`src/verilog/cluster_macros.svh`:
```
`ifndef CLUSTER_MACROS_SVH
`define CLUSTER_MACROS_SVH

// Cluster sizing
`define NUM_CORES        4
`define ADDR_WIDTH       16
`define DATA_WIDTH       32

// Core tag holds the word index, so 16 words per core at most
`define CORE_TAG_WIDTH   4
// Core tag plus two bits of core index
`define MEM_TAG_WIDTH    6

`define MAX_OUTSTANDING  4

// Configuration bus
`define DCR_ADDR_WIDTH   3

`define REG_SRC_BASE     3'd0
`define REG_DST_BASE     3'd1
`define REG_COUNT        3'd2
`define REG_INCR         3'd3
`define REG_START        3'd4

`endif

```
`src/verilog/cluster_pkg.sv`:
```
`default_nettype none

`include "cluster_macros.svh"

package cluster_pkg;

    typedef logic [`ADDR_WIDTH-1:0]     addr_t;
    typedef logic [`DATA_WIDTH-1:0]     data_t;
    typedef logic [`CORE_TAG_WIDTH-1:0] core_tag_t;
    typedef logic [`MEM_TAG_WIDTH-1:0]  mem_tag_t;

    // rw is high for a write
    typedef struct packed {
        logic     rw;
        addr_t    addr;
        data_t    data;
        mem_tag_t tag;
    } mem_req_t;

    typedef struct packed {
        data_t    data;
        mem_tag_t tag;
    } mem_rsp_t;

endpackage

`default_nettype wire

```
`src/verilog/copy_core.sv`:
```
`timescale 1ns/1ns
`default_nettype none

`include "cluster_macros.svh"

module copy_core import cluster_pkg::*; #(
    parameter int CORE_ID = 0
) (
    input  logic                       clk,
    input  logic                       rst_n,

    // Configuration writes
    input  logic                       dcr_wr_valid,
    input  logic [`DCR_ADDR_WIDTH-1:0] dcr_wr_addr,
    input  data_t                      dcr_wr_data,

    // Memory request
    output logic                       mem_req_valid,
    output logic                       mem_req_rw,
    output addr_t                      mem_req_addr,
    output data_t                      mem_req_data,
    output core_tag_t                  mem_req_tag,
    input  logic                       mem_req_ready,

    // Memory response
    input  logic                       mem_rsp_valid,
    input  data_t                      mem_rsp_data,
    input  core_tag_t                  mem_rsp_tag,
    output logic                       mem_rsp_ready,

    output logic                       busy
);

    localparam int CNT_WIDTH = `CORE_TAG_WIDTH + 1;
    localparam int Q_AW      = $clog2(`MAX_OUTSTANDING);
    localparam int INF_WIDTH = $clog2(`MAX_OUTSTANDING + 1);

    addr_t                src_base;
    addr_t                dst_base;
    logic [CNT_WIDTH-1:0] count;
    data_t                incr;
    addr_t                rd_base;
    addr_t                wr_base;
    logic [CNT_WIDTH-1:0] rd_idx;
    logic [CNT_WIDTH-1:0] wr_done;
    logic [INF_WIDTH-1:0] inflight;
    logic                 start;

    // Write queue of finished words
    core_tag_t            q_tag  [`MAX_OUTSTANDING];
    data_t                q_data [`MAX_OUTSTANDING];
    logic [Q_AW-1:0]      q_wp;
    logic [Q_AW-1:0]      q_rp;
    logic [Q_AW:0]        q_count;
    logic                 q_push;
    logic                 q_pop;

    logic                 req_load;
    logic                 pick_wr;
    logic                 pick_rd;
    logic                 wr_fire;

    always_ff @(posedge clk) begin
        if (dcr_wr_valid) begin
            case (dcr_wr_addr)
                `REG_SRC_BASE: src_base <= addr_t'(dcr_wr_data);
                `REG_DST_BASE: dst_base <= addr_t'(dcr_wr_data);
                `REG_COUNT:    count    <= CNT_WIDTH'(dcr_wr_data);
                `REG_INCR:     incr     <= dcr_wr_data;
                default: ;
            endcase
        end
    end

    assign start = dcr_wr_valid && (dcr_wr_addr == `REG_START) && !busy;

    // Request register loads whenever the port is idle or draining
    assign req_load = !mem_req_valid || mem_req_ready;
    assign pick_wr  = (q_count != 0);
    assign pick_rd  = !pick_wr && busy && (rd_idx < count) && (inflight < `MAX_OUTSTANDING);
    assign wr_fire  = mem_req_valid && mem_req_ready && mem_req_rw;

    assign q_push = mem_rsp_valid && mem_rsp_ready;
    assign q_pop  = pick_wr && req_load;
    assign mem_rsp_ready = (q_count != (Q_AW+1)'(`MAX_OUTSTANDING));

    always_ff @(posedge clk) begin
        if (!rst_n) begin
            busy     <= 1'b0;
            rd_idx   <= '0;
            wr_done  <= '0;
            inflight <= '0;
        end else begin
            if (start) begin
                busy    <= 1'b1;
                rd_idx  <= '0;
                wr_done <= '0;
            end else begin
                if (busy && (wr_done == count)) begin
                    busy <= 1'b0;
                end
                if (pick_rd && req_load) begin
                    rd_idx <= rd_idx + 1'b1;
                end
                if (wr_fire) begin
                    wr_done <= wr_done + 1'b1;
                end
            end
            // Reads count from issue until their write leaves
            case ({pick_rd && req_load, wr_fire})
                2'b10:   inflight <= inflight + 1'b1;
                2'b01:   inflight <= inflight - 1'b1;
                default: ;
            endcase
        end
    end

    always_ff @(posedge clk) begin
        if (start) begin
            rd_base <= src_base + addr_t'(CORE_ID) * addr_t'(count);
            wr_base <= dst_base + addr_t'(CORE_ID) * addr_t'(count);
        end
    end

    always_ff @(posedge clk) begin
        if (!rst_n) begin
            q_wp    <= '0;
            q_rp    <= '0;
            q_count <= '0;
        end else begin
            if (q_push) begin
                q_wp <= q_wp + 1'b1;
            end
            if (q_pop) begin
                q_rp <= q_rp + 1'b1;
            end
            q_count <= q_count + (Q_AW+1)'(q_push) - (Q_AW+1)'(q_pop);
        end
    end

    always_ff @(posedge clk) begin
        if (q_push) begin
            q_tag[q_wp]  <= mem_rsp_tag;
            q_data[q_wp] <= mem_rsp_data + incr;
        end
    end

    always_ff @(posedge clk) begin
        if (!rst_n) begin
            mem_req_valid <= 1'b0;
        end else if (req_load) begin
            mem_req_valid <= pick_wr || pick_rd;
        end
    end

    // Pending writes take the port before new reads
    always_ff @(posedge clk) begin
        if (req_load) begin
            if (pick_wr) begin
                mem_req_rw   <= 1'b1;
                mem_req_addr <= wr_base + addr_t'(q_tag[q_rp]);
                mem_req_data <= q_data[q_rp];
                mem_req_tag  <= q_tag[q_rp];
            end else if (pick_rd) begin
                mem_req_rw   <= 1'b0;
                mem_req_addr <= rd_base + addr_t'(rd_idx);
                mem_req_data <= '0;
                mem_req_tag  <= core_tag_t'(rd_idx);
            end
        end
    end

endmodule

`default_nettype wire

```
`config.mk`:
```
export PLATFORM = sky130hd
export DESIGN_NAME = copy_core
export DESIGN_NICKNAME = d
export VERILOG_FILES = /design/src/verilog/cluster_pkg.sv /design/src/verilog/copy_core.sv
export VERILOG_INCLUDE_DIRS = /design/src /design/src/verilog
export SDC_FILE = /design/constraint.sdc
export NUM_CORES = 1
export LEC_CHECK = 0
export ABC_AREA = 1
export BUFFER_PORTS_ARGS = -buffer_cell sky130_fd_sc_hd__buf_4
export CAP_MARGIN = 30
export CORE_MARGIN = 4
export CORE_UTILIZATION = 56
export CTS_BUF_LIST = sky130_fd_sc_hd__clkbuf_2 sky130_fd_sc_hd__clkbuf_4 sky130_fd_sc_hd__clkbuf_8
export DETAILED_ROUTE_END_ITERATION = 8
export PLACE_DENSITY = 0.79
export SLEW_MARGIN = 20
export SYNTH_ARGS = -nofsm -noshare
export SYNTH_HDL_FRONTEND = slang
export SYNTH_SLANG_ARGS = --single-unit
```
`constraint.sdc`:
```
create_clock -name clk -period 3 [get_ports clk]
set_input_delay 0.3 -clock clk [delete_from_list [all_inputs] [get_ports clk]]
set_output_delay 0.3 -clock clk [all_outputs]
set_load 0.01 [all_outputs]
```
==> flow_summary_export.csv, run 1 <==
group,metric,value,unit
run_status,status,"finished clean",
run,maxCapViolations,0,
min_path,min_path_cells,2,
die,dieArea,29400,µm²
logic_synthesis,synthCells,1467,
logic_synthesis,ys_async_sr_fraction,0,%
clocking,cts.clk_slew.worst_paths,70,ps
logic_synthesis,syn_area_per_cell,10.2,µm²
detailed_routing,wl_met1,14700,µm
logic_synthesis,ys.flop_type,"edfxtp_1",
die,die_h,171,µm
detailed_routing,firstDrtPassIters,5,
clocking,clkLatencyLatePin,560,ps
critical_path,crit_path_max_fanout,33,
critical_path,arrival,3010,ps
clocking,holdBufCountCts,37,
logic_synthesis,yosysTopAreaCellShare,59.9,%
die,core,26100,µm²
critical_path,setup.worst_path.class,"flip-flop to flip-flop",
grt,grt_pass1_wl,52600,µm
grt,antenna_found_initial,0,
critical_path,slowest_delay,410,ps
die,num_rows,59,
clocking,cts.sinks,322,
clocking,cts_resized,0,
die,die_w,171,µm
timing,finalHoldViolCount,0,
min_path,min_from,"dcr_wr_addr[0]",
clocking,cts_max_path_buffers,3,
critical_path,ff2ff_setup_slack,300,ps
die,initial_core_util,57.2,%
critical_path,worstRegToRegCells,11,
timing,tightest_slew,715,ps
critical_path,critPathLaunchType,"flip-flop",
clocking,cts-root-buf,"clkbuf_8",
place,io_buffers,131,
power,peakVddDrop,501,µV
detailed_routing,via_count,10800,
layout,fin_util,67.8,%
timing,fmax,0.371,GHz
logic_synthesis,syn_area,14900,µm²
timing,rsz0062_at_grt,"no",
timing,slew_headroom,51.9,%
power,p_per_area,771,nW/µm²
grt,grt_max_degree,65,
layout,areaGrowthSynthToFinish,18.6,%
clocking,cts_tree,"done",
layout,nFillCells,1950,
layout,drive_gt1_share,15.4,%
logic_synthesis,synth_area_leader_cell,"edfxtp_1",
clocking,h-tree-depth,2,
power,total_leakage_power,0.00755,µW
critical_path,r2r_end,"mem_req_addr[6]",
timing,hold_ws,130,ps
logic_synthesis,synth_nets,1601,
timing,finalCritPeriodShare,89.8,%
place,place.gp.congestion,0.900,
logic_synthesis,seq_area_frac_synth,63.1,%
timing,maxSlewViolCount,0,
critical_path,cp_data_required_time,3310,ps
detailed_routing,drc,0,
timing,fin_tns_setup,0,ps
grt,grt.total_usage,22.8,%
detailed_routing,vias_per_cell,5.25,
critical_path,cpMaxStageDelayCell,"dfxtp_1",
timing,layout_min_cycle_time,2700,ps
timing,fin_skew,29.5,ps
critical_path,crit_chain,"buf_4 > o21ai_0 > o22ai_1 > ha_1 > nand3b_1 > nand2_1 > nand2_1 > nor2_4 > or2_2 > nand3_1 > nand2_1",
critical_path,crit_top_cell,"nand2_1",
grt,grt_pass1_vias,10400,
logic_synthesis,synth_edf_count,298,
die,ios,132,
logic_synthesis,yosysWarnings,0,
detailed_routing,wl,33600,µm
detailed_routing,maxUsedRoutingLayer,"met4",
clocking,cts_made_buffers,50,
critical_path,end_kind,"flip-flop",
logic_synthesis,synth_cell_types,36,
layout,fin_nets,1808,
detailed_routing,wl_met2,16300,µm
timing,setup_viol,0,
detailed_routing,wl_met3,1800,µm
grt,gr-total-overflow,0,
detailed_routing,drtAntennaViolNets,0,
min_path,hold_class,"input port to flip-flop",
place,dp_slack,361,ps
detailed_routing,drt-wirelength-per-cell,16.4,µm
detailed_routing,drt_iter0_markers,1024,
timing,finalWorstSetupSlack,305,ps
logic_synthesis,synth_area_leaders,"edfxtp_1, nand2_1, nor2_1",
logic_synthesis,ys_seq_elements,322,
clocking,post_cts_buffers,0,
place,post-dp-hpwl,23100,µm
min_path,holdPathEnd,"count[4]",
## critical path, delay by kind of cell, from the launching register on
family                     cells  cell delay, ps
and+or+nand+nor                7             800
DFF                            1             410
adders and majority gates      1             350
buffers and inverters          1             410
AOI/OAI and AO/OA              2             480
## sequential cells by signal, summed over array words and instances (netlist names), named ones only
register	cells
busy	1
mem_req_valid	1
q_count	3
dst_base	16
inflight	3
q_rp	2
mem_req_data	32
src_base	16
mem_req_rw	1
rd_idx	5
mem_req_tag	4
mem_req_addr	16
wr_done	5
count	5
q_data	128
rd_base	16
wr_base	16
q_wp	2
incr	32
q_tag	16
## layout make-up
| cell class | instances | area (µm²) | share of cell area, % |
|---|---|---|---|
| flip-flops and latches | 322 | 9430 | 53.2 |
| clock buffers | 69 | 843 | 4.76 |
| repair buffers | 185 | 1490 | 8.43 |
| clock inverters | 21 | 124 | 0.699 |
| diodes | 1 | 2.50 | 0.0141 |
| well taps | 335 | 419 | 2.37 |
| inverters | 179 | 672 | 3.79 |
| multi-input cells | 936 | 4730 | 26.7 |
## cells in the final DEF, fill, tap and decap left out, drive strengths merged
master and n:
nand4 9, and3 1, xor2 21, o22ai 3, fa 5, nor3 13, clkinv 18, o21bai 3
mux2i 1, o21ai 91, clkbuf 69, nor2 200, or2 3, ha 53, inv 180, xnor2 11
a21o 2, edfxtp 298, nand3 75, buf 148, diode 1, nor3b 2, nand3b 2, clkinvlp 1
bufinv 1, dfxtp 24, dlygate4sd3 37, nand2 359, a21oi 82
## per-stage QoR
step                cells  instance area (µm²)  total power [µW]
floorplan            1467                14900              8560
global placement     1920                16400             10000
detailed placement   1920                16400             10100
CTS                  2047                17700             13700
global route         2047                17700             14400
finish               2048                17700             13700
## synthesized netlist by cell type (2+ instances only)
master    number
nor2_1       196
o21ai_2        2
ha_1          53
xor2_1        21
nand4_1        9
nand2_2       15
buf_2         15
a21oi_1       82
o21bai_1       3
inv_1        174
nand3_1       73
inv_2          5
nand3b_1       2
nand3_2        2
xnor2_1       11
clkbuf_1      13
nor3_1        13
nand2_1      344
o22ai_1        3
a21o_1         2
o21ai_0       77
edfxtp_1     298
nor2_2         3
dfxtp_1       24
o21ai_1       12
fa_1           5
## power by group
| part | internal (µW) | switching (µW) |
|---|---|---|
| clock | 1910 | 1650 |
| combinational | 1380 | 2490 |
| sequential | 5960 | 277 |
| total | 9250 | 4410 |
## kinds of logic after synthesis
group,synth area share [%]
compound gates,6.22
xor+xnor,1.88
fa+ha+maj,5.11
buf+inv,5.40
flops,63.1
mux,0.0670
simple gates,18.2
## metal layers
layer	track usage, %	vias up
li1	-	5320
met1	31.1	4999
met2	38.2	367
met3	3.49	72
met4	7.03	0
met5	0	-
## worst max path at each step
| stage | slack (ps) | startpoint | end | cells after the start |
|---|---|---|---|---|
| 2_1_floorplan | 240 | rd_idx[2] | mem_req_addr[0] | 10 |
| 3_3_place_gp | 460 | flip-flop | mem_req_addr[7] | 11 |
| 3_5_place_dp | 360 | flip-flop | mem_req_addr[6] | 11 |
| 4_1_cts | 340 | flip-flop | mem_req_addr[6] | 11 |
| 5_1_grt | 120 | flip-flop | mem_req_addr[15] | 10 |
| 6_report | 300 | flip-flop | mem_req_addr[6] | 11 |
Note: power is estimated with default switching activity, not from simulation.
==> inputs of run 2 (changes only) <==
--- a/config.mk
+++ b/config.mk
@@ -13,7 +13,7 @@
 export CORE_UTILIZATION = 56
 export CTS_BUF_LIST = sky130_fd_sc_hd__clkbuf_2 sky130_fd_sc_hd__clkbuf_4 sky130_fd_sc_hd__clkbuf_8
 export DETAILED_ROUTE_END_ITERATION = 8
-export PLACE_DENSITY = 0.79
+export PLACE_DENSITY_LB_ADDON = 0.08
 export SLEW_MARGIN = 20
 export SYNTH_ARGS = -nofsm -noshare
 export SYNTH_HDL_FRONTEND = slang
==> flow_summary_export.csv, run 2 (same netlist as run 1, synthesis figures left out) <==
group,metric,value,unit
run_status,status,"finished clean",
die,num_rows,59,
detailed_routing,firstDrtPassIters,7,
timing,tightest_slew,719,ps
critical_path,critPathLaunchType,"flip-flop",
critical_path,setup.worst_path.class,"flip-flop to flip-flop",
detailed_routing,drc,0,
layout,drive_gt1_share,15.7,%
layout,layout_commonest_cell,"nand2_1",
die,initial_core_util,57.2,%
place,place.gp.congestion,0.890,
clocking,cts.clk_slew.worst_paths,70,ps
layout,stdcell_count,2053,
place,post-dp-hpwl,22900,µm
grt,gr-total-overflow,0,
power,peakVddDrop,521,µV
timing,setup_viol,0,
layout,regMostFlops,"q_data",
die,die_h,171,µm
power,total_leakage_power,0.00758,µW
clocking,cts_made_buffers,51,
critical_path,end_kind,"flip-flop",
grt,grt.total_usage,23.2,%
place,dpl.cell_count,1922,
critical_path,cp_data_required_time,3310,ps
die,dieArea,29400,µm²
detailed_routing,via_count,10600,
detailed_routing,wl,33500,µm
timing,slew_headroom,52.1,%
timing,finalCritPeriodShare,87.2,%
clocking,cts-root-buf,"clkbuf_8",
clocking,cts_max_path_buffers,3,
detailed_routing,drt-wirelength-per-cell,16.3,µm
grt,grt_pass1_vias,10200,
clocking,clkLatencyLatePin,570,ps
detailed_routing,drtAntennaViolNets,0,
clocking,holdBufCountCts,37,
timing,layout_min_cycle_time,2620,ps
clocking,cts_tree,"done",
grt,grt_pass1_wl,53300,µm
layout,fin_nets,1811,
critical_path,crit_path_max_fanout,10,
layout,largest_reg_flops,128,
layout,areaGrowthSynthToFinish,19.0,%
timing,fin_skew,27.2,ps
clocking,cts_resized,0,
layout,top_regs,"q_data x128, incr x32, mem_req_data x32",
layout,layout_common_cells,"nand2_1, edfxtp_1, nor2_1, inv_1, buf_4",
grt,antenna_found_initial,0,
timing,maxSlewViolCount,0,
timing,fin_tns_setup,0,ps
power,p_per_area,773,nW/µm²
timing,fmax,0.382,GHz
clocking,cts.sinks,322,
clocking,post_cts_buffers,0,
detailed_routing,drt_iter0_markers,819,
clocking,h-tree-depth,2,
layout,nFillCells,2028,
grt,grt_max_degree,65,
place,io_buffers,131,
critical_path,arrival,2930,ps
die,die_w,171,µm
min_path,hold_class,"input port to flip-flop",
detailed_routing,vias_per_cell,5.14,
timing,rsz0062_at_grt,"no",
die,ios,132,
run,maxCapViolations,0,
die,core,26100,µm²
timing,finalHoldViolCount,0,
[run 2: cell count changes in the layout (fill, tap and decap cells not counted), sizes merged]
| cell | delta |
|---|---|
| buf | +2 |
| clkinv | +3 |
[run 2: through the flow]
step	hold WS, ps	instance area (µm²)	power (µW)	util, %	worst slack, ps
3_5_place_dp	405	16400	10200	62.7	415
5_1_grt	92.2	17800	14500	68.0	101
3_3_place_gp	400	16400	10100	62.7	521
6_report	108	17800	13700	68.0	384
4_1_cts	71.3	17800	13900	68.0	381
2_1_floorplan	399	14900	8560	-	238
[run 2: layer usage]
layer | up-vias | wire (µm) | track usage, %
met3 | 43 | 1720 | 3.70
met5 | - | 0 | 0
li1 | 5322 | - | -
met4 | 0 | 539 | 5.30
met2 | 274 | 15500 | 37.2
met1 | 4918 | 15800 | 33.7
[run 2: layout make-up]
| type | count | area, µm² | share of cell area [%] |
|---|---|---|---|
| clock buffers | 69 | 868 | 4.89 |
| diodes | 1 | 2.50 | 0.0141 |
| flip-flops and latches | 322 | 9430 | 53.1 |
| clock inverters | 24 | 144 | 0.810 |
| multi-input cells | 936 | 4730 | 26.6 |
| repair buffers | 187 | 1510 | 8.49 |
| well taps | 335 | 419 | 2.36 |
| inverters | 179 | 672 | 3.78 |
[run 2: final timing paths]
kind / endpoint / start / depth (start not counted) / slack [ps]
min reg2reg: rd_base[2] / src_base[2] / 0 / 400
max: mem_req_addr[12] / flip-flop / 12 / 380
min: count[2] / dcr_wr_addr[0] / 2 / 110
max reg2reg: mem_req_addr[12] / flip-flop / 12 / 380
[run 2: report_power, final]
part / switching, µW / internal, µW / total [µW]
logic: 2500 / 1390 / 3890
registers: 249 / 5960 / 6200
clock network: 1670 / 1970 / 3640
[run 2: worst max-delay path, stage by stage (launching register included)]
cell and delay (ps):
dfxtp_2 430, o21ai_0 130, o22ai_1 220, ha_1 240, inv_1 70, fa_1 400
nand3b_1 180, nand2_1 110, nand2_1 100, nor2_4 220, nand4_1 120, nand3_1 110
nand2_1 50
